File: src/ntt_gs_defines.svh
/*
  Sizes for the inverse NTT controller. Address width must hold base + 63
  for every base in use; the twiddle width covers the 85 inverse entries
*/
`ifndef NTT_GS_DEFINES_SVH
`define NTT_GS_DEFINES_SVH

// ------------------------------
// Memory layout
// ------------------------------
`define NTT_ADDR_W 15

// Four coefficients per word, 256 coefficients per polynomial
`define NTT_WORDS 64

// ------------------------------
// Sequencing
// ------------------------------
// Radix-4 rounds of the inverse transform
`define NTT_GS_ROUNDS 4

// Butterfly operations allowed in flight at once
`define NTT_MAX_INFLIGHT 4

`define NTT_TWIDDLE_W 7

`endif
File: src/ntt_gs_pkg.sv
/*
  Mode and base-address types. One 45-bit base word is shared by both modes,
  so the caller must set it for the mode it selects
*/
`include "ntt_gs_defines.svh"

package ntt_gs_pkg;

  // ------------------------------
  // Operating mode
  // ------------------------------
  typedef enum logic {
    gs  = 1'b0,   // Inverse transform in Gentleman-Sande order
    pwo = 1'b1    // Pointwise multiply
  } ntt_mode_e;

  // ------------------------------
  // Base addresses
  // ------------------------------
  // Inverse transform view where rounds ping-pong between interim and dest
  typedef struct packed {
    logic [`NTT_ADDR_W-1:0] src;
    logic [`NTT_ADDR_W-1:0] interim;
    logic [`NTT_ADDR_W-1:0] dest;
  } ntt_bases_s;

  // Pointwise view computing c = a * b word by word
  typedef struct packed {
    logic [`NTT_ADDR_W-1:0] a;
    logic [`NTT_ADDR_W-1:0] b;
    logic [`NTT_ADDR_W-1:0] c;
  } pwo_bases_s;

  // Same word decoded by mode
  typedef union packed {
    ntt_bases_s gs_bases;
    pwo_bases_s pwo_bases;
  } ntt_base_addr_u;

endpackage

File: src/ntt_seq_if.sv
/*
  Sequencing strobes between round sequencer, address generator and
  flight tracker. Strobes last one cycle and all signals are sampled on pi_clk
*/
`timescale 1ns/10ps

interface ntt_seq_if;

  // Round control from the sequencer
  logic       start;
  logic [1:0] round;
  logic       rd_issue;

  // Index status from the address generator
  logic       rd_last;
  logic       wr_last;

  // Butterfly occupancy from the flight tracker
  logic       wr_issue;
  logic       full;
  logic       empty;

  modport ctrl (
    output start, round, rd_issue,
    input  rd_last, wr_last, wr_issue, full, empty
  );

  modport addr (
    input  start, round, rd_issue, wr_issue,
    output rd_last, wr_last
  );

  modport flight (
    input  start,
    output wr_issue, full, empty
  );

endinterface

File: src/ntt_gs_core.sv
/*
  Inverse NTT and pointwise controller top. Butterfly results return in
  order on butterfly_ready; mode and base_addr stay stable while busy
*/
`timescale 1ns/10ps
`include "ntt_gs_defines.svh"

module ntt_gs_core (
  input  logic                       pi_clk,
  input  logic                       pi_reset_n,
  input  logic                       zeroize,
  input  logic                       ntt_enable,
  input  ntt_gs_pkg::ntt_mode_e      mode,
  input  logic [3*`NTT_ADDR_W-1:0]   base_addr,
  input  logic                       butterfly_ready,
  output logic                       mem_rd_en,
  output logic [`NTT_ADDR_W-1:0]     mem_rd_addr,
  output logic [`NTT_ADDR_W-1:0]     mem_rd_addr_b,
  output logic [`NTT_TWIDDLE_W-1:0]  twiddle_addr,
  output logic                       bf_enable,
  output logic [1:0]                 buf_wrptr,
  output logic                       mem_wr_en,
  output logic [`NTT_ADDR_W-1:0]     mem_wr_addr,
  output logic                       busy,
  output logic                       done
);

  ntt_seq_if i_seq ();

  // Address generator and flight tracker run side by side
  ntt_addr_gen i_addr_gen (
    .pi_clk        (pi_clk),
    .pi_reset_n    (pi_reset_n),
    .zeroize       (zeroize),
    .mode          (mode),
    .base_addr     (base_addr),
    .seq           (i_seq.addr),
    .mem_rd_addr   (mem_rd_addr),
    .mem_rd_addr_b (mem_rd_addr_b),
    .mem_wr_addr   (mem_wr_addr),
    .twiddle_addr  (twiddle_addr)
  );

  ntt_flight_ctrl i_flight_ctrl (
    .pi_clk          (pi_clk),
    .pi_reset_n      (pi_reset_n),
    .zeroize         (zeroize),
    .bf_enable       (bf_enable),
    .butterfly_ready (butterfly_ready),
    .seq             (i_seq.flight),
    .buf_wrptr       (buf_wrptr)
  );

  // Sequencer combines both into enables and status
  ntt_gs_ctrl i_gs_ctrl (
    .pi_clk     (pi_clk),
    .pi_reset_n (pi_reset_n),
    .zeroize    (zeroize),
    .ntt_enable (ntt_enable),
    .mode       (mode),
    .seq        (i_seq.ctrl),
    .mem_rd_en  (mem_rd_en),
    .bf_enable  (bf_enable),
    .mem_wr_en  (mem_wr_en),
    .busy       (busy),
    .done       (done)
  );

endmodule

File: src/ntt_gs_ctrl.sv
/*
  Round sequencer. ntt_enable is ignored while busy; mode must hold for the
  whole run. Four rounds in gs mode, one in pwo mode
*/
`timescale 1ns/10ps
`include "ntt_gs_defines.svh"

module ntt_gs_ctrl (
  input  logic                  pi_clk,
  input  logic                  pi_reset_n,
  input  logic                  zeroize,
  input  logic                  ntt_enable,
  input  ntt_gs_pkg::ntt_mode_e mode,
  ntt_seq_if.ctrl               seq,
  output logic                  mem_rd_en,
  output logic                  bf_enable,
  output logic                  mem_wr_en,
  output logic                  busy,
  output logic                  done
);

  import ntt_gs_pkg::*;

  localparam logic [1:0] st_idle   = 2'd0;
  localparam logic [1:0] st_load   = 2'd1;
  localparam logic [1:0] st_run    = 2'd2;
  localparam logic [1:0] st_finish = 2'd3;

  logic [1:0] state;
  logic [1:0] round_q;
  logic [1:0] last_round;
  logic       round_end;

  assign last_round = (mode == pwo) ? 2'd0 : 2'(`NTT_GS_ROUNDS - 1);

  // Every result is back once index 63 is written
  assign round_end = seq.wr_last && seq.empty;

  // ------------------------------
  // State machine
  // ------------------------------
  always_ff @(posedge pi_clk or negedge pi_reset_n) begin
    if (!pi_reset_n) begin
      state     <= st_idle;
      round_q   <= '0;
      bf_enable <= 1'b0;
    end else if (zeroize) begin
      state     <= st_idle;
      round_q   <= '0;
      bf_enable <= 1'b0;
    end else begin
      // Memory returns data one cycle after the read
      bf_enable <= seq.rd_issue;
      case (state)
        st_idle: begin
          if (ntt_enable) begin
            round_q <= '0;
            state   <= st_load;
          end
        end
        st_load: begin
          state <= st_run;
        end
        st_run: begin
          if (round_end) begin
            if (round_q == last_round) begin
              state <= st_finish;
            end else begin
              round_q <= round_q + 1'b1;
              state   <= st_load;
            end
          end
        end
        default: begin
          // Busy is already low in the done cycle so a new run may start
          if (ntt_enable) begin
            round_q <= '0;
            state   <= st_load;
          end else begin
            state <= st_idle;
          end
        end
      endcase
    end
  end

  // ------------------------------
  // Strobes and status
  // ------------------------------
  assign seq.start    = (state == st_load);
  assign seq.round    = round_q;
  assign seq.rd_issue = (state == st_run) && !seq.rd_last && !seq.full;

  assign mem_rd_en = seq.rd_issue;
  assign mem_wr_en = seq.wr_issue;
  assign busy      = (state == st_load) || (state == st_run);
  assign done      = (state == st_finish);

endmodule

File: src/ntt_flight_ctrl.sv
/*
  Butterfly occupancy tracker. Results must come back in issue order and
  never before the enable that caused them
*/
`timescale 1ns/10ps
`include "ntt_gs_defines.svh"

module ntt_flight_ctrl (
  input  logic       pi_clk,
  input  logic       pi_reset_n,
  input  logic       zeroize,
  input  logic       bf_enable,
  input  logic       butterfly_ready,
  ntt_seq_if.flight  seq,
  output logic [1:0] buf_wrptr
);

  localparam int CNT_W = $clog2(`NTT_MAX_INFLIGHT) + 1;

  logic [CNT_W-1:0] count;
  logic [CNT_W-1:0] pending;

  // ------------------------------
  // Outstanding operations
  // ------------------------------
  always_ff @(posedge pi_clk or negedge pi_reset_n) begin
    if (!pi_reset_n) begin
      count <= '0;
    end else if (zeroize) begin
      count <= '0;
    end else if (bf_enable != butterfly_ready) begin
      count <= bf_enable ? count + 1'b1 : count - 1'b1;
    end
  end

  // A read issued last cycle is not counted yet but shows as bf_enable now
  assign pending   = count + CNT_W'(bf_enable);
  assign seq.full  = (pending >= CNT_W'(`NTT_MAX_INFLIGHT));
  assign seq.empty = (count == '0);

  // ------------------------------
  // Result write strobe and slot
  // ------------------------------
  always_ff @(posedge pi_clk or negedge pi_reset_n) begin
    if (!pi_reset_n) begin
      seq.wr_issue <= 1'b0;
      buf_wrptr    <= '0;
    end else if (zeroize) begin
      seq.wr_issue <= 1'b0;
      buf_wrptr    <= '0;
    end else begin
      seq.wr_issue <= butterfly_ready;
      // Slot shows the result being written, then moves on
      if (seq.start) begin
        buf_wrptr <= '0;
      end else if (seq.wr_issue) begin
        buf_wrptr <= buf_wrptr + 1'b1;
      end
    end
  end

endmodule

File: src/ntt_addr_gen.sv
/*
  Registered read, write and twiddle addresses. Outputs hold the address of
  the next access; bases are read directly and must not change within a run
*/
`timescale 1ns/10ps
`include "ntt_gs_defines.svh"

module ntt_addr_gen (
  input  logic                       pi_clk,
  input  logic                       pi_reset_n,
  input  logic                       zeroize,
  input  ntt_gs_pkg::ntt_mode_e      mode,
  input  ntt_gs_pkg::ntt_base_addr_u base_addr,
  ntt_seq_if.addr                    seq,
  output logic [`NTT_ADDR_W-1:0]     mem_rd_addr,
  output logic [`NTT_ADDR_W-1:0]     mem_rd_addr_b,
  output logic [`NTT_ADDR_W-1:0]     mem_wr_addr,
  output logic [`NTT_TWIDDLE_W-1:0]  twiddle_addr
);

  import ntt_gs_pkg::*;

  localparam int IDX_W = $clog2(`NTT_WORDS);

  // Read index needs one extra bit to flag the end of a round
  logic [IDX_W:0]              rd_idx;
  logic [IDX_W:0]              rd_next;
  logic [IDX_W-1:0]            wr_idx;
  logic [IDX_W-1:0]            wr_next;
  logic [`NTT_ADDR_W-1:0]      rd_base;
  logic [`NTT_ADDR_W-1:0]      rd_base_b;
  logic [`NTT_ADDR_W-1:0]      wr_base;
  logic [`NTT_ADDR_W-1:0]      wr_off;
  logic [`NTT_TWIDDLE_W-1:0]   tw_base;
  logic [`NTT_TWIDDLE_W-1:0]   tw_next;

  // ------------------------------
  // Base selection
  // ------------------------------
  always_comb begin
    if (mode == pwo) begin
      rd_base   = base_addr.pwo_bases.a;
      rd_base_b = base_addr.pwo_bases.b;
      wr_base   = base_addr.pwo_bases.c;
    end else begin
      // src -> interim -> dest -> interim -> dest
      case (seq.round)
        2'd0:    rd_base = base_addr.gs_bases.src;
        2'd2:    rd_base = base_addr.gs_bases.dest;
        default: rd_base = base_addr.gs_bases.interim;
      endcase
      rd_base_b = '0;
      wr_base   = seq.round[0] ? base_addr.gs_bases.dest : base_addr.gs_bases.interim;
    end
  end

  // Twiddle table offsets per round over 64 + 16 + 4 + 1 entries
  always_comb begin
    case (seq.round)
      2'd0:    tw_base = 7'd0;
      2'd1:    tw_base = 7'd64;
      2'd2:    tw_base = 7'd80;
      default: tw_base = 7'd84;
    endcase
  end

  // ------------------------------
  // Next indices and offsets
  // ------------------------------
  assign rd_next = seq.start ? '0 : rd_idx + 1'b1;
  assign wr_next = seq.start ? '0 : wr_idx + 1'b1;

  // Transposed write where j mod 4 picks the 16-word column
  assign wr_off = (mode == pwo) ? `NTT_ADDR_W'(wr_next)
                                : `NTT_ADDR_W'({wr_next[1:0], 4'b0000}) +
                                  `NTT_ADDR_W'(wr_next[IDX_W-1:2]);

  assign tw_next = (mode == pwo) ? '0
                                 : tw_base + `NTT_TWIDDLE_W'(rd_next >> {seq.round, 1'b0});

  always_ff @(posedge pi_clk or negedge pi_reset_n) begin
    if (!pi_reset_n) begin
      rd_idx        <= '0;
      wr_idx        <= '0;
      mem_rd_addr   <= '0;
      mem_rd_addr_b <= '0;
      mem_wr_addr   <= '0;
      twiddle_addr  <= '0;
    end else if (zeroize) begin
      rd_idx        <= '0;
      wr_idx        <= '0;
      mem_rd_addr   <= '0;
      mem_rd_addr_b <= '0;
      mem_wr_addr   <= '0;
      twiddle_addr  <= '0;
    end else begin
      if (seq.start || seq.rd_issue) begin
        rd_idx        <= rd_next;
        mem_rd_addr   <= rd_base + `NTT_ADDR_W'(rd_next);
        mem_rd_addr_b <= (mode == pwo) ? rd_base_b + `NTT_ADDR_W'(rd_next) : '0;
        twiddle_addr  <= tw_next;
      end
      if (seq.start || seq.wr_issue) begin
        wr_idx      <= wr_next;
        mem_wr_addr <= wr_base + wr_off;
      end
    end
  end

  assign seq.rd_last = rd_idx[IDX_W];
  assign seq.wr_last = seq.wr_issue && (wr_idx == IDX_W'(`NTT_WORDS - 1));

endmodule

File: config.mk
export PLATFORM = sky130hd
export DESIGN_NAME = ntt_gs_core
export DESIGN_NICKNAME = d
export VERILOG_FILES = /design/src/ntt_gs_pkg.sv /design/src/ntt_seq_if.sv /design/src/ntt_gs_core.sv /design/src/ntt_gs_ctrl.sv /design/src/ntt_flight_ctrl.sv /design/src/ntt_addr_gen.sv
export VERILOG_INCLUDE_DIRS = /design/src /design/src/src
export SDC_FILE = /design/constraint.sdc
export NUM_CORES = 1
export LEC_CHECK = 0
export ABC_AREA = 0
export ABC_CLOCK_PERIOD_IN_PS = 5000
export BUFFER_PORTS_ARGS = -buffer_cell sky130_fd_sc_hd__buf_2
export CAP_MARGIN = 15
export CORE_MARGIN = 3
export CORE_UTILIZATION = 55
export DETAILED_ROUTE_END_ITERATION = 8
export GPL_ROUTABILITY_DRIVEN = 0
export GPL_TIMING_DRIVEN = 0
export PLACE_DENSITY_LB_ADDON = 0.15
export SYNTH_ARGS = -nofsm -noshare
export SYNTH_HDL_FRONTEND = slang
export SYNTH_SLANG_ARGS = --single-unit
File: constraint.sdc
create_clock -name pi_clk -period 5 [get_ports pi_clk]
set_input_delay 0.75 -clock pi_clk [delete_from_list [all_inputs] [get_ports pi_clk]]
set_output_delay 0.75 -clock pi_clk [all_outputs]
set_load 0.01 [all_outputs]
Word level (Yosys, flattened, before mapping)
Index checks and enable logic that the tools add are counted.
{"block": "word_totals", "output_inout_bits": 59, "reg_bits": 76, "inputBits": 51, "elab_cells": 100}
{"block": "op_classes", "n_reduce_logical": 19, "n_lt_le_gt_ge": 1, "n_eq_ne": 12, "n_mux": 43, "addsub": 12, "shifts": 1}
{"op": "15-bit two-way mux", "n": 12}
{"op": "7-bit two-way mux", "n": 6}
{"op": "15-bit by 7-bit adder with 15-bit output", "n": 2}
{"op": "15-bit case mux with 2 select lines", "n": 1}
{"op": "2-bit two-way mux", "n": 12}
{"op": "7-bit case mux with 3 select lines", "n": 1}
{"op": "6-bit two-way mux", "n": 3}
{"op": "15-bit adder", "n": 1}
{"op": "3-bit two-way mux", "n": 3}
{"op": "6-bit by 4-bit adder with 7-bit output", "n": 1}
{"op": "7-bit by 1-bit adder with 7-bit output, second input constant", "n": 1}
{"op": "7-bit adder", "n": 1}
{"op": "7-bit by 3-bit >> shifter with 7-bit output", "n": 1}
{"op": "6-bit by 1-bit adder with 6-bit output, second input constant", "n": 1}
{"op": "2-bit == test, second input constant", "n": 3}
{"op": "6-bit == test, second input constant", "n": 1}
{"op": "3-bit != test, second input constant", "n": 2}
{"op": "2-bit case mux with 3 select lines", "n": 1}
{"op": "2-bit nonzero test", "n": 3}
{"op": "3-bit nonzero test", "n": 2}
{"op": "2-bit by 1-bit adder with 2-bit output, second input constant", "n": 2}
{"op": "2-bit by 1-bit == test with 1-bit output, second input constant", "n": 2}
{"op": "1-bit logical AND", "n": 4}
{"op": "2-bit logical NOT", "n": 2}
{"op": "15 further kinds", "n": 20}

Longest topological paths before layout
Gate-level depths: netlist of run 1.
{"block": "depth", "ltp_word": 7, "ltp_mapped": 18, "mapped_depth_nobuf": 15}

Hierarchy
Synthesis of run 1 repeated with hierarchy kept, for this count alone.
{"block": "unflattened", "cells_unflattened": 612, "area_unflattened_um2": 5597.9}
{"mod": "ntt_addr_gen", "cells_per_inst": 538, "n_inst": 1, "area_each_um2": 4847.1, "seq_area_each_um2": 1626.6}
{"mod": "ntt_gs_ctrl", "cells_per_inst": 46, "n_inst": 1, "area_each_um2": 431.7, "seq_area_each_um2": 125.1}
{"mod": "ntt_flight_ctrl", "cells_per_inst": 28, "n_inst": 1, "area_each_um2": 319.1, "seq_area_each_um2": 150.1}

Least setup slack after synthesis of run 1
OpenSTA, ideal clock, no wires.
{"block": "synth_path", "path_kind": "input to register", "from": "input mode", "to": "register i_addr_gen.mem_wr_addr[12]", "required_time_ps": 4931, "setup_ps": 69, "arrival_ps": 3670, "slack_ps": 1260, "path_buffers": 4, "cell_stages": 14, "path_cell_list": "buf_2 > buf_2 > buf_1 > clkbuf_1 > a211oi_1 > ha_1 > fa_1 > a21o_1 > a21oi_1 > o21bai_1 > a21oi_1 > nor2_1 > a2111o_1 > nand3_1"}
{"block": "synth_via", "elab_chain_cells": 4, "word_cells_on_any_way": 5, "cone_classes": "1 x add/sub; 4 x mux"}
{"item": "start: declaration", "line": "ntt_gs_core.sv:13", "text": "input ntt_gs_pkg::ntt_mode_e mode,"}
{"item": "15-bit two-way mux, on equally long branches", "line": "ntt_addr_gen.sv:41, ntt_addr_gen.sv:74"}
{"item": "15-bit adder *", "line": "ntt_addr_gen.sv:105", "text": "mem_wr_addr <= wr_base + wr_off;"}
{"item": "15-bit two-way mux *", "line": "ntt_addr_gen.sv:103", "text": "if (seq.start || seq.wr_issue) begin"}
{"item": "15-bit two-way mux *", "line": "ntt_addr_gen.sv:89", "text": "end else if (zeroize) begin"}
{"item": "end signal: assignment", "line": "ntt_addr_gen.sv:105"}
{"item": "end: declaration", "line": "ntt_addr_gen.sv:17", "text": "output logic [`NTT_ADDR_W-1:0] mem_wr_addr,"}
Every way passes the cells marked *; elsewhere a longest branch is shown, timed or not. The select of a mux whose other input is x is not followed.
A chain may end at the register's enable or synchronous reset.

Worst setup path in the final report of run 1
{"block": "layout_path", "from": "register i_gs_ctrl.round_q[1], in the netlist i_gs_ctrl.seq.round[1]", "to": "register i_addr_gen.mem_rd_addr[10]"}
{"block": "layout_via", "elab_chain_cells": 6, "word_cells_on_any_way": 7, "cone_classes": "1 x add/sub; 1 x eq/ne; 4 x mux; 1 x reduce/logical"}
{"item": "start: declaration", "line": "ntt_gs_ctrl.sv:30", "text": "logic [1:0] round_q;"}
{"item": "start signal: assignment", "line": "ntt_gs_ctrl.sv:69", "text": "round_q <= round_q + 1'b1;"}
{"item": "2-bit == test or 2-bit logical NOT (tied branches)", "line": "ntt_addr_gen.sv:47", "text": "case (seq.round)"}
{"item": "15-bit case mux with 2 select lines *", "line": "ntt_addr_gen.sv:47"}
{"item": "15-bit two-way mux *", "line": "ntt_addr_gen.sv:41", "text": "if (mode == pwo) begin"}
{"item": "15-bit by 7-bit adder with 15-bit output *", "line": "ntt_addr_gen.sv:99", "text": "mem_rd_addr <= rd_base + `NTT_ADDR_W'(rd_next);"}
{"item": "15-bit two-way mux *", "line": "ntt_addr_gen.sv:97", "text": "if (seq.start || seq.rd_issue) begin"}
{"item": "15-bit two-way mux *", "line": "ntt_addr_gen.sv:89"}
{"item": "end signal: assignment", "line": "ntt_addr_gen.sv:99"}
{"item": "end: declaration", "line": "ntt_addr_gen.sv:15", "text": "output logic [`NTT_ADDR_W-1:0] mem_rd_addr,"}
Marks and branches as above.

==> flow_summary.yaml, run 1 <==
routing:
  drtIter0Drc: 378
  vias: 5211
  routedWlPerCell_um: 17.90
  drtAntennaViolNets: 0
  viasPerCell: 5.928
  dr.pass1.iters: 5
  finalWirelength_um: 15740
  drc: 0
placed_design:
  dp.cells: 864
  hpwl_um: 12280
  numPortBuffers: 107
  pre_cts_ws_ns: 0.5187
sta:
  setup_viol: 0
  tightest_slew_ns: 0.7464
  slew_headroom: 0.5024
  rsz0062_at_grt: "false"
  fin_crit_sh: 0.8583
  drv_slew: 0
  fin_crit_ns: 4.291
  fin_skew_ns: 0.01247
  setup_tns_ns: 0
  hold_violations: 0
  timing.final.ws_setup_ns: 0.7087
  max_freq_ghz: 0.2330
logic_synthesis:
  synth_area_sq_um: 5489
  yosysSeqAreaShare: 0.3465
  synth_top_flop_cell: "dfrtp_1"
  synth.distinct_cells: 66
  avgSynthCellArea_sq_um: 8.754
  ys_warn_count: 0
  ys_async_sr_fraction: 1.000
  syn_nets: 715
  synth_edf_count: 0
  yosys_register_bits: 76
  synthCells: 627
layout:
  n_antenna_cell: 0
  drive_above_1_share: 0.2000
  area_growth_pct: 16.41
  nNetsFinal: 834
  layoutNonFillerInstCount: 879
  utilization: 0.6755
  multi_input_area_sq_um: 3372
  nFillCells: 838
  register_area_sq_um: 1902
clocking:
  cts_tree: "done"
  cts_resized: 0
  cts.reportedPaths.clkPinSlew_ns: 0.09
  clock_latency_ns: 0.36
  cts_buffers: 9
  cts_root_buf: "clkbuf_8"
  hold_buffers: 0
  cts_setup_buffers: 0
  clock-sinks: 76
  ctsHtreeMaxLevel: 3
  cts_buffer_depth: 2
pwr:
  ir_worst_vdd_mv: 0.1800
  p_leak_nw: 3.135
  total_power_mw: 1.610
  power_density_nw_per_um2: 252.0
worst_setup_path:
  crit_path_start_kind: "register"
  crit_type: "register to register"
  rr_endpoint: "i_addr_gen.mem_rd_addr[10]$_DFFE_PN0P_"
  cp_max_fo: 10
  rrSetupSlack_ns: 0.71
  crit_required_ns: 5.26
  worst_setup_path_end_kind: "register"
  rr_startpoint: "i_gs_ctrl.seq.round[1]$_DFFE_PN0P_"
  worstPathArrival_ns: 4.55
  rr_worst_depth: 16
job:
  max_cap_violations: 0
floorplan:
  start_util: 0.5803
  die-area_sq_um: 11210
  ios: 110
  rows: 35
  chipWidth_um: 105.9
  die_y_um: 105.9
  coreArea_sq_um: 9459
grt:
  gr-usage-all-layers: 0.2875
  grt_first_pass_wirelength_um: 25860
  overflow: 0
  grt_max_degree: 41
  first_global_vias: 5223
  antenna_found_initial: 0
run_status:
  status: "finished, final reports clean"
hold_path:
  hold_class: "input pin to async pin"
## synth_stat cells, drive strengths merged, types with 5 or more instances
library cell	number	area, sq um
clkbuf	20	75.07
a2bb2oi	5	56.31
xnor2	30	262.8
a21o	7	52.55
nor3	9	50.05
inv	19	71.31
mux2i	10	100.1
nand3	16	80.08
o21a	5	37.54
o211ai	8	70.06
dfrtp	76	1902
or2	5	31.28
o31ai	6	45.04
nor2	52	202.7
nor2b	7	43.79
or3	6	37.54
a22o	30	262.8
ha	33	412.9
nand2b	5	31.28
and3	5	31.28
buf	12	68.81
a21oi	33	168.9
a32o	7	70.07
a22oi	13	102.6
and2	12	75.07
nand2	90	337.8
xor2	20	175.2
o21ai	41	205.2
## how the worst max path moves through the flow
| stage | start | endpoint | slack (ns) | depth (start not counted) |
|---|---|---|---|---|
| after detailed placement | mode | i_addr_gen.mem_wr_addr[12]$_DFFE_PN0P_ | 0.52 | 15 |
| after global routing | i_gs_ctrl.seq.round[1]$_DFFE_PN0P_ | i_addr_gen.mem_rd_addr[10]$_DFFE_PN0P_ | 0.33 | 16 |
| after floorplan | mode | i_addr_gen.mem_wr_addr[12]$_DFFE_PN0P_ | 1.26 | 14 |
| after CTS | i_gs_ctrl.seq.round[1]$_DFFE_PN0P_ | i_addr_gen.mem_rd_addr[10]$_DFFE_PN0P_ | 0.77 | 17 |
| final | i_gs_ctrl.seq.round[1]$_DFFE_PN0P_ | i_addr_gen.mem_rd_addr[10]$_DFFE_PN0P_ | 0.71 | 16 |
| after global placement | mode | i_addr_gen.mem_wr_addr[12]$_DFFE_PN0P_ | 0.51 | 14 |
## cells by family (layout without fill, tap and decap cells)
logic type      count (synthesis)  after routing  share of synthesized area
compound gates                176            176                     0.2275
xor+xnor                       50             50                    0.07978
simple gates                  224            224                     0.1928
fa+ha+maj                      37             37                    0.08981
buf+inv                        51            174                    0.03920
flops                          76             76                     0.3465
mux                            13             13                    0.02439
## sequential cells by signal, summed over array words and instances (netlist names), 3 cells and up
register,cells
i_addr_gen.mem_rd_addr,15
i_addr_gen.mem_rd_addr_b,15
i_addr_gen.mem_wr_addr,15
i_addr_gen.rd_idx,7
i_addr_gen.twiddle_addr,7
i_addr_gen.wr_idx,6
i_flight_ctrl.count,3
## metal layers
metal	global-route usage	up-vias	wire length (um)
met5	0	-	0
met4	0.1092	0	503
met3	0.05768	48	1240
met2	0.4818	228	7512
met1	0.3675	2467	6478
li1	-	2468	-
## cell usage in the layout (no fill, tap or decap), types with 7 or more instances in the layout
cell type	netlist	final
nor2b_1	7	7
a22o_1	30	30
nand2_1	90	90
mux2i_1	10	10
a32o_1	7	7
clkbuf_1	20	21
ha_1	33	33
dfrtp_1	76	76
xor2_1	20	20
nor2_1	51	51
xnor2_1	30	30
o21ai_0	38	38
nand3_1	16	16
inv_1	18	18
a21o_1	7	7
clkbuf_8	0	9
and2_1	12	12
a21oi_1	32	32
nor3_1	8	8
a22oi_1	12	12
buf_2	7	113
## critical path: stages, from the launching register on
cell	delay, ns
dfrtp_1	0.41
clkbuf_1	0.36
inv_1	0.22
ha_1	0.34
nor2_4	0.18
buf_6	0.16
a22oi_1	0.07
o21ai_0	0.19
ha_1	0.20
inv_1	0.06
fa_1	0.41
nor2b_1	0.11
o21ai_0	0.11
a21boi_0	0.53
o211ai_2	0.23
or3_1	0.35
a32o_1	0.26
## power by group
part / total, mW / internal, mW / switching [mW]
logic: 0.443 / 0.172 / 0.270
clock network: 0.465 / 0.226 / 0.238
registers: 0.703 / 0.666 / 0.0375
total: 1.61 / 1.06 / 0.546
## per-stage QoR
step           hold WS [ns]  cell area, sq um
6_report             0.3336              6390
5_1_grt              0.3726              6390
4_1_cts              0.3470              6390
3_5_place_dp         0.4522              6208
3_3_place_gp         0.4462              6186
2_1_floorplan        0.4544              5489
## cell type report
type | count | area share
Buffer | 32 | 0.02252
Clock inverter | 5 | 0.008420
Sequential cell | 76 | 0.2976
Timing Repair Buffer | 108 | 0.08733
Inverter | 19 | 0.01116
Clock buffer | 10 | 0.01997
Tap cell | 129 | 0.02526
Multi-Input combinational cell | 500 | 0.5277
(Power assumes the default switching activity.)
==> run 2: changes to the inputs <==
--- a/config.mk
+++ b/config.mk
@@ -16,6 +16,7 @@
 export GPL_ROUTABILITY_DRIVEN = 0
 export GPL_TIMING_DRIVEN = 0
 export PLACE_DENSITY_LB_ADDON = 0.15
+export SLEW_MARGIN = 0
 export SYNTH_ARGS = -nofsm -noshare
 export SYNTH_HDL_FRONTEND = slang
 export SYNTH_SLANG_ARGS = --single-unit
==> constraint.sdc (replaced) <==
create_clock -name pi_clk -period 5 [get_ports pi_clk]
set_input_delay 1.5 -clock pi_clk [delete_from_list [all_inputs] [get_ports pi_clk]]
set_output_delay 1.5 -clock pi_clk [all_outputs]
set_load 0.01 [all_outputs]
==> flow_summary.yaml, run 2 (synthesis gave the netlist of run 1 again) <==
sta:
  setup_viol: 0
  fin_crit_sh: 0.8981
  slew_headroom: 0.5123
  hold_violations: 0
  setup_tns_ns: 0
  tightest_slew_ns: 0.7315
  drv_slew: 0
  timing.final.ws_setup_ns: 0.5096
  fin_crit_ns: 4.490
  fin_skew_ns: 0.01152
  rsz0062_at_grt: "false"
  max_freq_ghz: 0.2227
grt:
  first_global_vias: 5223
  overflow: 0
  gr-usage-all-layers: 0.2875
  grt_max_degree: 41
  antenna_found_initial: 0
  grt_first_pass_wirelength_um: 25860
clocking:
  cts_root_buf: "clkbuf_8"
  clock-sinks: 76
  cts_buffer_depth: 2
  cts_setup_buffers: 0
  hold_buffers: 0
  ctsHtreeMaxLevel: 3
  cts.reportedPaths.clkPinSlew_ns: 0.08
  cts_buffers: 9
  cts_resized: 0
  clock_latency_ns: 0.36
  cts_tree: "done"
layout:
  final_cell_mix: "buf_2, nand2_1, dfrtp_1, nor2_1, o21ai_0"
  nNetsFinal: 833
  layoutNonFillerInstCount: 878
  top_regs: "i_addr_gen.mem_rd_addr x15, i_addr_gen.mem_rd_addr_b x15, i_addr_gen.mem_wr_addr x15"
  n_antenna_cell: 0
  final_common_cell: "buf_2"
  drive_above_1_share: 0.2003
  nFillCells: 837
  area_growth_pct: 16.34
floorplan:
  ios: 110
  die_y_um: 105.9
  rows: 35
  start_util: 0.5803
  coreArea_sq_um: 9459
  die-area_sq_um: 11210
  chipWidth_um: 105.9
routing:
  drc: 0
  routedWlPerCell_um: 17.79
  dr.pass1.iters: 7
  vias: 5221
  drtIter0Drc: 394
  drtAntennaViolNets: 0
  finalWirelength_um: 15620
  viasPerCell: 5.946
job:
  max_cap_violations: 0
worst_setup_path:
  crit_path_start_kind: "input pin"
  cp_max_fo: 19
  rr_startpoint: "i_gs_ctrl.seq.round[1]$_DFFE_PN0P_"
  worstPathArrival_ns: 4.79
  rr_endpoint: "i_addr_gen.mem_rd_addr[10]$_DFFE_PN0P_"
  worst_setup_path_end_kind: "register"
  rr_worst_depth: 16
  crit_type: "input pin to register"
  setup.worst_path.start: "mode"
  crit_required_ns: 5.30
  crit_end: "i_addr_gen.mem_wr_addr[12]$_DFFE_PN0P_"
  rrSetupSlack_ns: 0.72
pwr:
  pwr-share-comb: 0.276
  p_int_mw: 1.064
  p_leak_nw: 3.134
  p_seq_frac: 0.438
  clkPwrFrac: 0.286
  swShare: 0.3371
  ir_worst_vdd_mv: 0.1796
  switchingPower_mw: 0.5410
  power_density_nw_per_um2: 251.3
hold_path:
  hold_class: "register to register"
placed_design:
  numPortBuffers: 107
  dp.cells: 864
  hpwl_um: 12280
  pre_cts_ws_ns: -0.2313
run_status:
  status: "finished, final reports clean"
## run 2: per-stage QoR
| step | power (mW) | hold WS [ns] | utilization | area, sq um |
|---|---|---|---|---|
| 6_report | 1.605 | 0.4721 | 0.6751 | 6386 |
| 5_1_grt | 1.694 | 0.4880 | 0.6751 | 6386 |
| 4_1_cts | 1.614 | 0.4702 | 0.6755 | 6390 |
| 3_5_place_dp | 1.152 | 0.4522 | 0.6563 | 6208 |
| 3_3_place_gp | 1.138 | 0.4462 | 0.6540 | 6186 |
| 2_1_floorplan | 0.9779 | 0.4963 | - | 5489 |
## run 2: final cells by class
type | instances | area (sq um) | area share
well taps | 129 | 161.4 | 0.02527
flip-flops and latches | 76 | 1902 | 0.2978
multi-input cells | 500 | 3372 | 0.5280
clock inverters | 5 | 53.80 | 0.008425
plain buffers | 31 | 140.1 | 0.02194
clock buffers | 10 | 127.6 | 0.01998
inverters | 19 | 71.32 | 0.01117
repair buffers | 108 | 558.0 | 0.08738
## run 2: worst max-delay path, cell delays in order
cell and delay, ns:
buf_2 0.22, buf_2 0.43, clkbuf_1 0.38, nor2_1 0.10
a21oi_1 0.15, nor2_1 0.10, fa_1 0.48, a21o_1 0.17
a21oi_1 0.21, o21bai_1 0.09, a21oi_1 0.30, nor2_1 0.14
a2111o_1 0.42, nand3_1 0.09
## run 2: worst min-delay path by stage
stage / from / to / slack, ns / depth (start not counted)
after floorplan: i_addr_gen.rd_idx[5]$_DFFE_PN0P_ / i_addr_gen.rd_idx[5]$_DFFE_PN0P_ / 0.50 / 1
after global placement: i_addr_gen.twiddle_addr[5]$_DFFE_PN0P_ / i_addr_gen.twiddle_addr[5]$_DFFE_PN0P_ / 0.45 / 2
after detailed placement: i_addr_gen.mem_wr_addr[1]$_DFFE_PN0P_ / i_addr_gen.mem_wr_addr[1]$_DFFE_PN0P_ / 0.45 / 2
after CTS: i_addr_gen.mem_wr_addr[1]$_DFFE_PN0P_ / i_addr_gen.mem_wr_addr[1]$_DFFE_PN0P_ / 0.47 / 2
after global routing: i_addr_gen.mem_wr_addr[1]$_DFFE_PN0P_ / i_addr_gen.mem_wr_addr[1]$_DFFE_PN0P_ / 0.49 / 2
final: i_addr_gen.twiddle_addr[5]$_DFFE_PN0P_ / i_addr_gen.twiddle_addr[5]$_DFFE_PN0P_ / 0.47 / 2
## run 2: routing by layer
layer,track usage,vias up,share of wire
met5,0,-,0
met4,0.1092,0,0.026
met3,0.05768,40,0.080
met2,0.4818,238,0.48
met1,0.3675,2472,0.41
li1,-,2471,-
## run 2: power by group through the flow
stage / combinational (mW) / clock, mW / sequential, mW
after floorplan: 0.247 / 0 / 0.730
after global placement: 0.426 / 0 / 0.711
after detailed placement: 0.439 / 0 / 0.713
after CTS: 0.441 / 0.470 / 0.703
after global routing: 0.488 / 0.496 / 0.710
final: 0.442 / 0.460 / 0.703
==> run 3: changes to the inputs <==
--- a/config.mk
+++ b/config.mk
@@ -15,7 +15,8 @@
 export DETAILED_ROUTE_END_ITERATION = 8
 export GPL_ROUTABILITY_DRIVEN = 0
 export GPL_TIMING_DRIVEN = 0
-export PLACE_DENSITY_LB_ADDON = 0.15
+export PLACE_DENSITY = 0.85
+export RECOVER_POWER = 100
 export SLEW_MARGIN = 0
 export SYNTH_ARGS = -nofsm -noshare
 export SYNTH_HDL_FRONTEND = slang
==> flow_summary.yaml, run 3 (synthesis gave the netlist of run 1 again) <==
pwr:
  clkPwrFrac: 0.297
  total_power_mw: 1.615
  ir_worst_vdd_mv: 0.2256
  pwr-share-comb: 0.266
  power_density_nw_per_um2: 257.1
  switchingPower_mw: 0.5585
  p_int_mw: 1.057
  p_seq_frac: 0.437
  swShare: 0.3458
  p_leak_nw: 2.863
clocking:
  cts_buffer_depth: 2
  cts.reportedPaths.clkPinSlew_ns: 0.09
  cts_buffers: 9
  clock_latency_ns: 0.36
  cts_root_buf: "clkbuf_8"
  ctsHtreeMaxLevel: 3
  clock-sinks: 76
  cts_setup_buffers: 0
  cts_resized: 0
  cts_tree: "done"
  hold_buffers: 0
floorplan:
  die-area_sq_um: 11210
  chipWidth_um: 105.9
  coreArea_sq_um: 9459
  ios: 110
  die_y_um: 105.9
  start_util: 0.5803
  rows: 35
run_status:
  status: "finished with violations"
  violations: "capacitance limit, slew limit"
routing:
  vias: 5329
  finalWirelength_um: 15980
  drtAntennaViolNets: 0
  routedWlPerCell_um: 18.18
  viasPerCell: 6.063
  drtIter0Drc: 436
  dr.pass1.iters: 6
  drc: 0
worst_setup_path:
  crit_required_ns: 5.30
  crit_buf_inv: 3
  crit_slowest_cell: "fa_1"
  rr_startpoint: "i_gs_ctrl.seq.round[1]$_DFFE_PN0P_"
  critPathTopFamily: "compound AO/OA/AOI/OAI gates"
  worstPathArrival_ns: 4.89
  rrSetupSlack_ns: 0.50
  crit_type: "input pin to register"
  max_stage_delay_ns: 0.49
  rr_worst_depth: 17
  rr_endpoint: "i_addr_gen.mem_rd_addr[12]$_DFFE_PN0P_"
  worst_setup_path_end_kind: "register"
  critical_path.cell_chain: "buf_2 -> buf_2 -> clkbuf_1 -> nor2_1 -> a21oi_1 -> nor2_1 -> fa_1 -> a21o_1 -> a21oi_1 -> o21bai_1 -> a21oi_1 -> nor2_1 -> a2111o_1 -> nand3_1"
  crit_path_start_kind: "input pin"
  cp_max_fo: 19
layout:
  nNetsFinal: 833
  final_cell_mix: "nand2_1, clkbuf_1, dfrtp_1, buf_2, nor2_1"
  area_growth_pct: 14.47
  utilization: 0.6643
  n_antenna_cell: 0
  drive_above_1_share: 0.1107
  top_regs: "i_addr_gen.mem_rd_addr x15, i_addr_gen.mem_rd_addr_b x15, i_addr_gen.mem_wr_addr x15"
  final_common_cell: "nand2_1"
  register_area_sq_um: 1902
  multi_input_area_sq_um: 3344
  design_area_sq_um: 6284
  nFillCells: 838
hold_path:
  whs_endpoint: "i_addr_gen.mem_rd_addr_b[11]$_DFFE_PN0P_"
  holdPathStages: 2
  min_from: "i_addr_gen.mem_rd_addr_b[11]$_DFFE_PN0P_"
  hold_class: "register to register"
job:
  max_cap_violations: 2
sta:
  drv_slew: 79
  setup_viol: 0
  fin_crit_ns: 4.591
  tightest_slew_ns: 1.966
  setup_tns_ns: 0
  fin_skew_ns: 0.009747
  fin_crit_sh: 0.9183
  rsz0062_at_grt: "false"
  hold_violations: 0
  max_freq_ghz: 0.2178
  slew_headroom: -0.3108
grt:
  grt_first_pass_wirelength_um: 26170
  gr-usage-all-layers: 0.2902
  first_global_vias: 5331
  overflow: 0
  grt_max_degree: 43
  antenna_found_initial: 0
placed_design:
  numPortBuffers: 107
  hpwl_um: 12430
  placed_cell_area_sq_um: 6208
-- run 3: power by group through the flow --
stage                     Clock [mW]  Sequential, mW  Combinational [mW]
after floorplan                    0           0.730               0.247
after global placement             0           0.712               0.421
after detailed placement           0           0.714               0.438
after CTS                      0.484           0.703               0.441
after global routing           0.508           0.712               0.473
final                          0.480           0.705               0.430
-- run 3: area by class of cell --
class | instances | area share
Buffer | 31 | 0.02230
Clock buffer | 11 | 0.02091
Clock inverter | 5 | 0.009757
Inverter | 19 | 0.01135
Multi-Input combinational cell | 500 | 0.5323
Sequential cell | 76 | 0.3027
Tap cell | 129 | 0.02569
Timing Repair Buffer | 108 | 0.07507
-- run 3: per-layer routing --
layer  up-vias  global-route usage  part of all wire
li1       2469                   -                 -
met1      2495              0.3876              0.39
met2       306              0.4791              0.47
met3        59             0.05343              0.10
met4         0             0.09436             0.034
met5         -                   0                 0
-- run 3: how the worst max path moves through the flow --
stage	depth (start not counted)	end	start
final	14	i_addr_gen.mem_wr_addr[12]$_DFFE_PN0P_	mode
after global routing	2	i_addr_gen.mem_wr_addr[7]$_DFFE_PN0P_	pi_reset_n
after CTS	14	i_addr_gen.mem_wr_addr[12]$_DFFE_PN0P_	mode
after detailed placement	14	i_addr_gen.mem_wr_addr[12]$_DFFE_PN0P_	mode
after global placement	14	i_addr_gen.mem_wr_addr[12]$_DFFE_PN0P_	mode
after floorplan	14	i_addr_gen.mem_wr_addr[12]$_DFFE_PN0P_	mode
-- run 3: through the flow --
stage	instances	worst slack, ns	hold WS, ns
2_1_floorplan	627	0.5104	0.4963
3_3_place_gp	863	-0.1501	0.4475
3_5_place_dp	864	-0.2760	0.4626
4_1_cts	880	0.08794	0.4825
5_1_grt	879	0.07220	0.5100
6_report	879	0.4087	0.4801
-- run 3: tightest hold or removal path, delay by kind of cell, from the launching register on --
kind | cells | cell delay (ns)
compound gates | 1 | 0.06
simple gates | 1 | 0.04
flops | 1 | 0.35
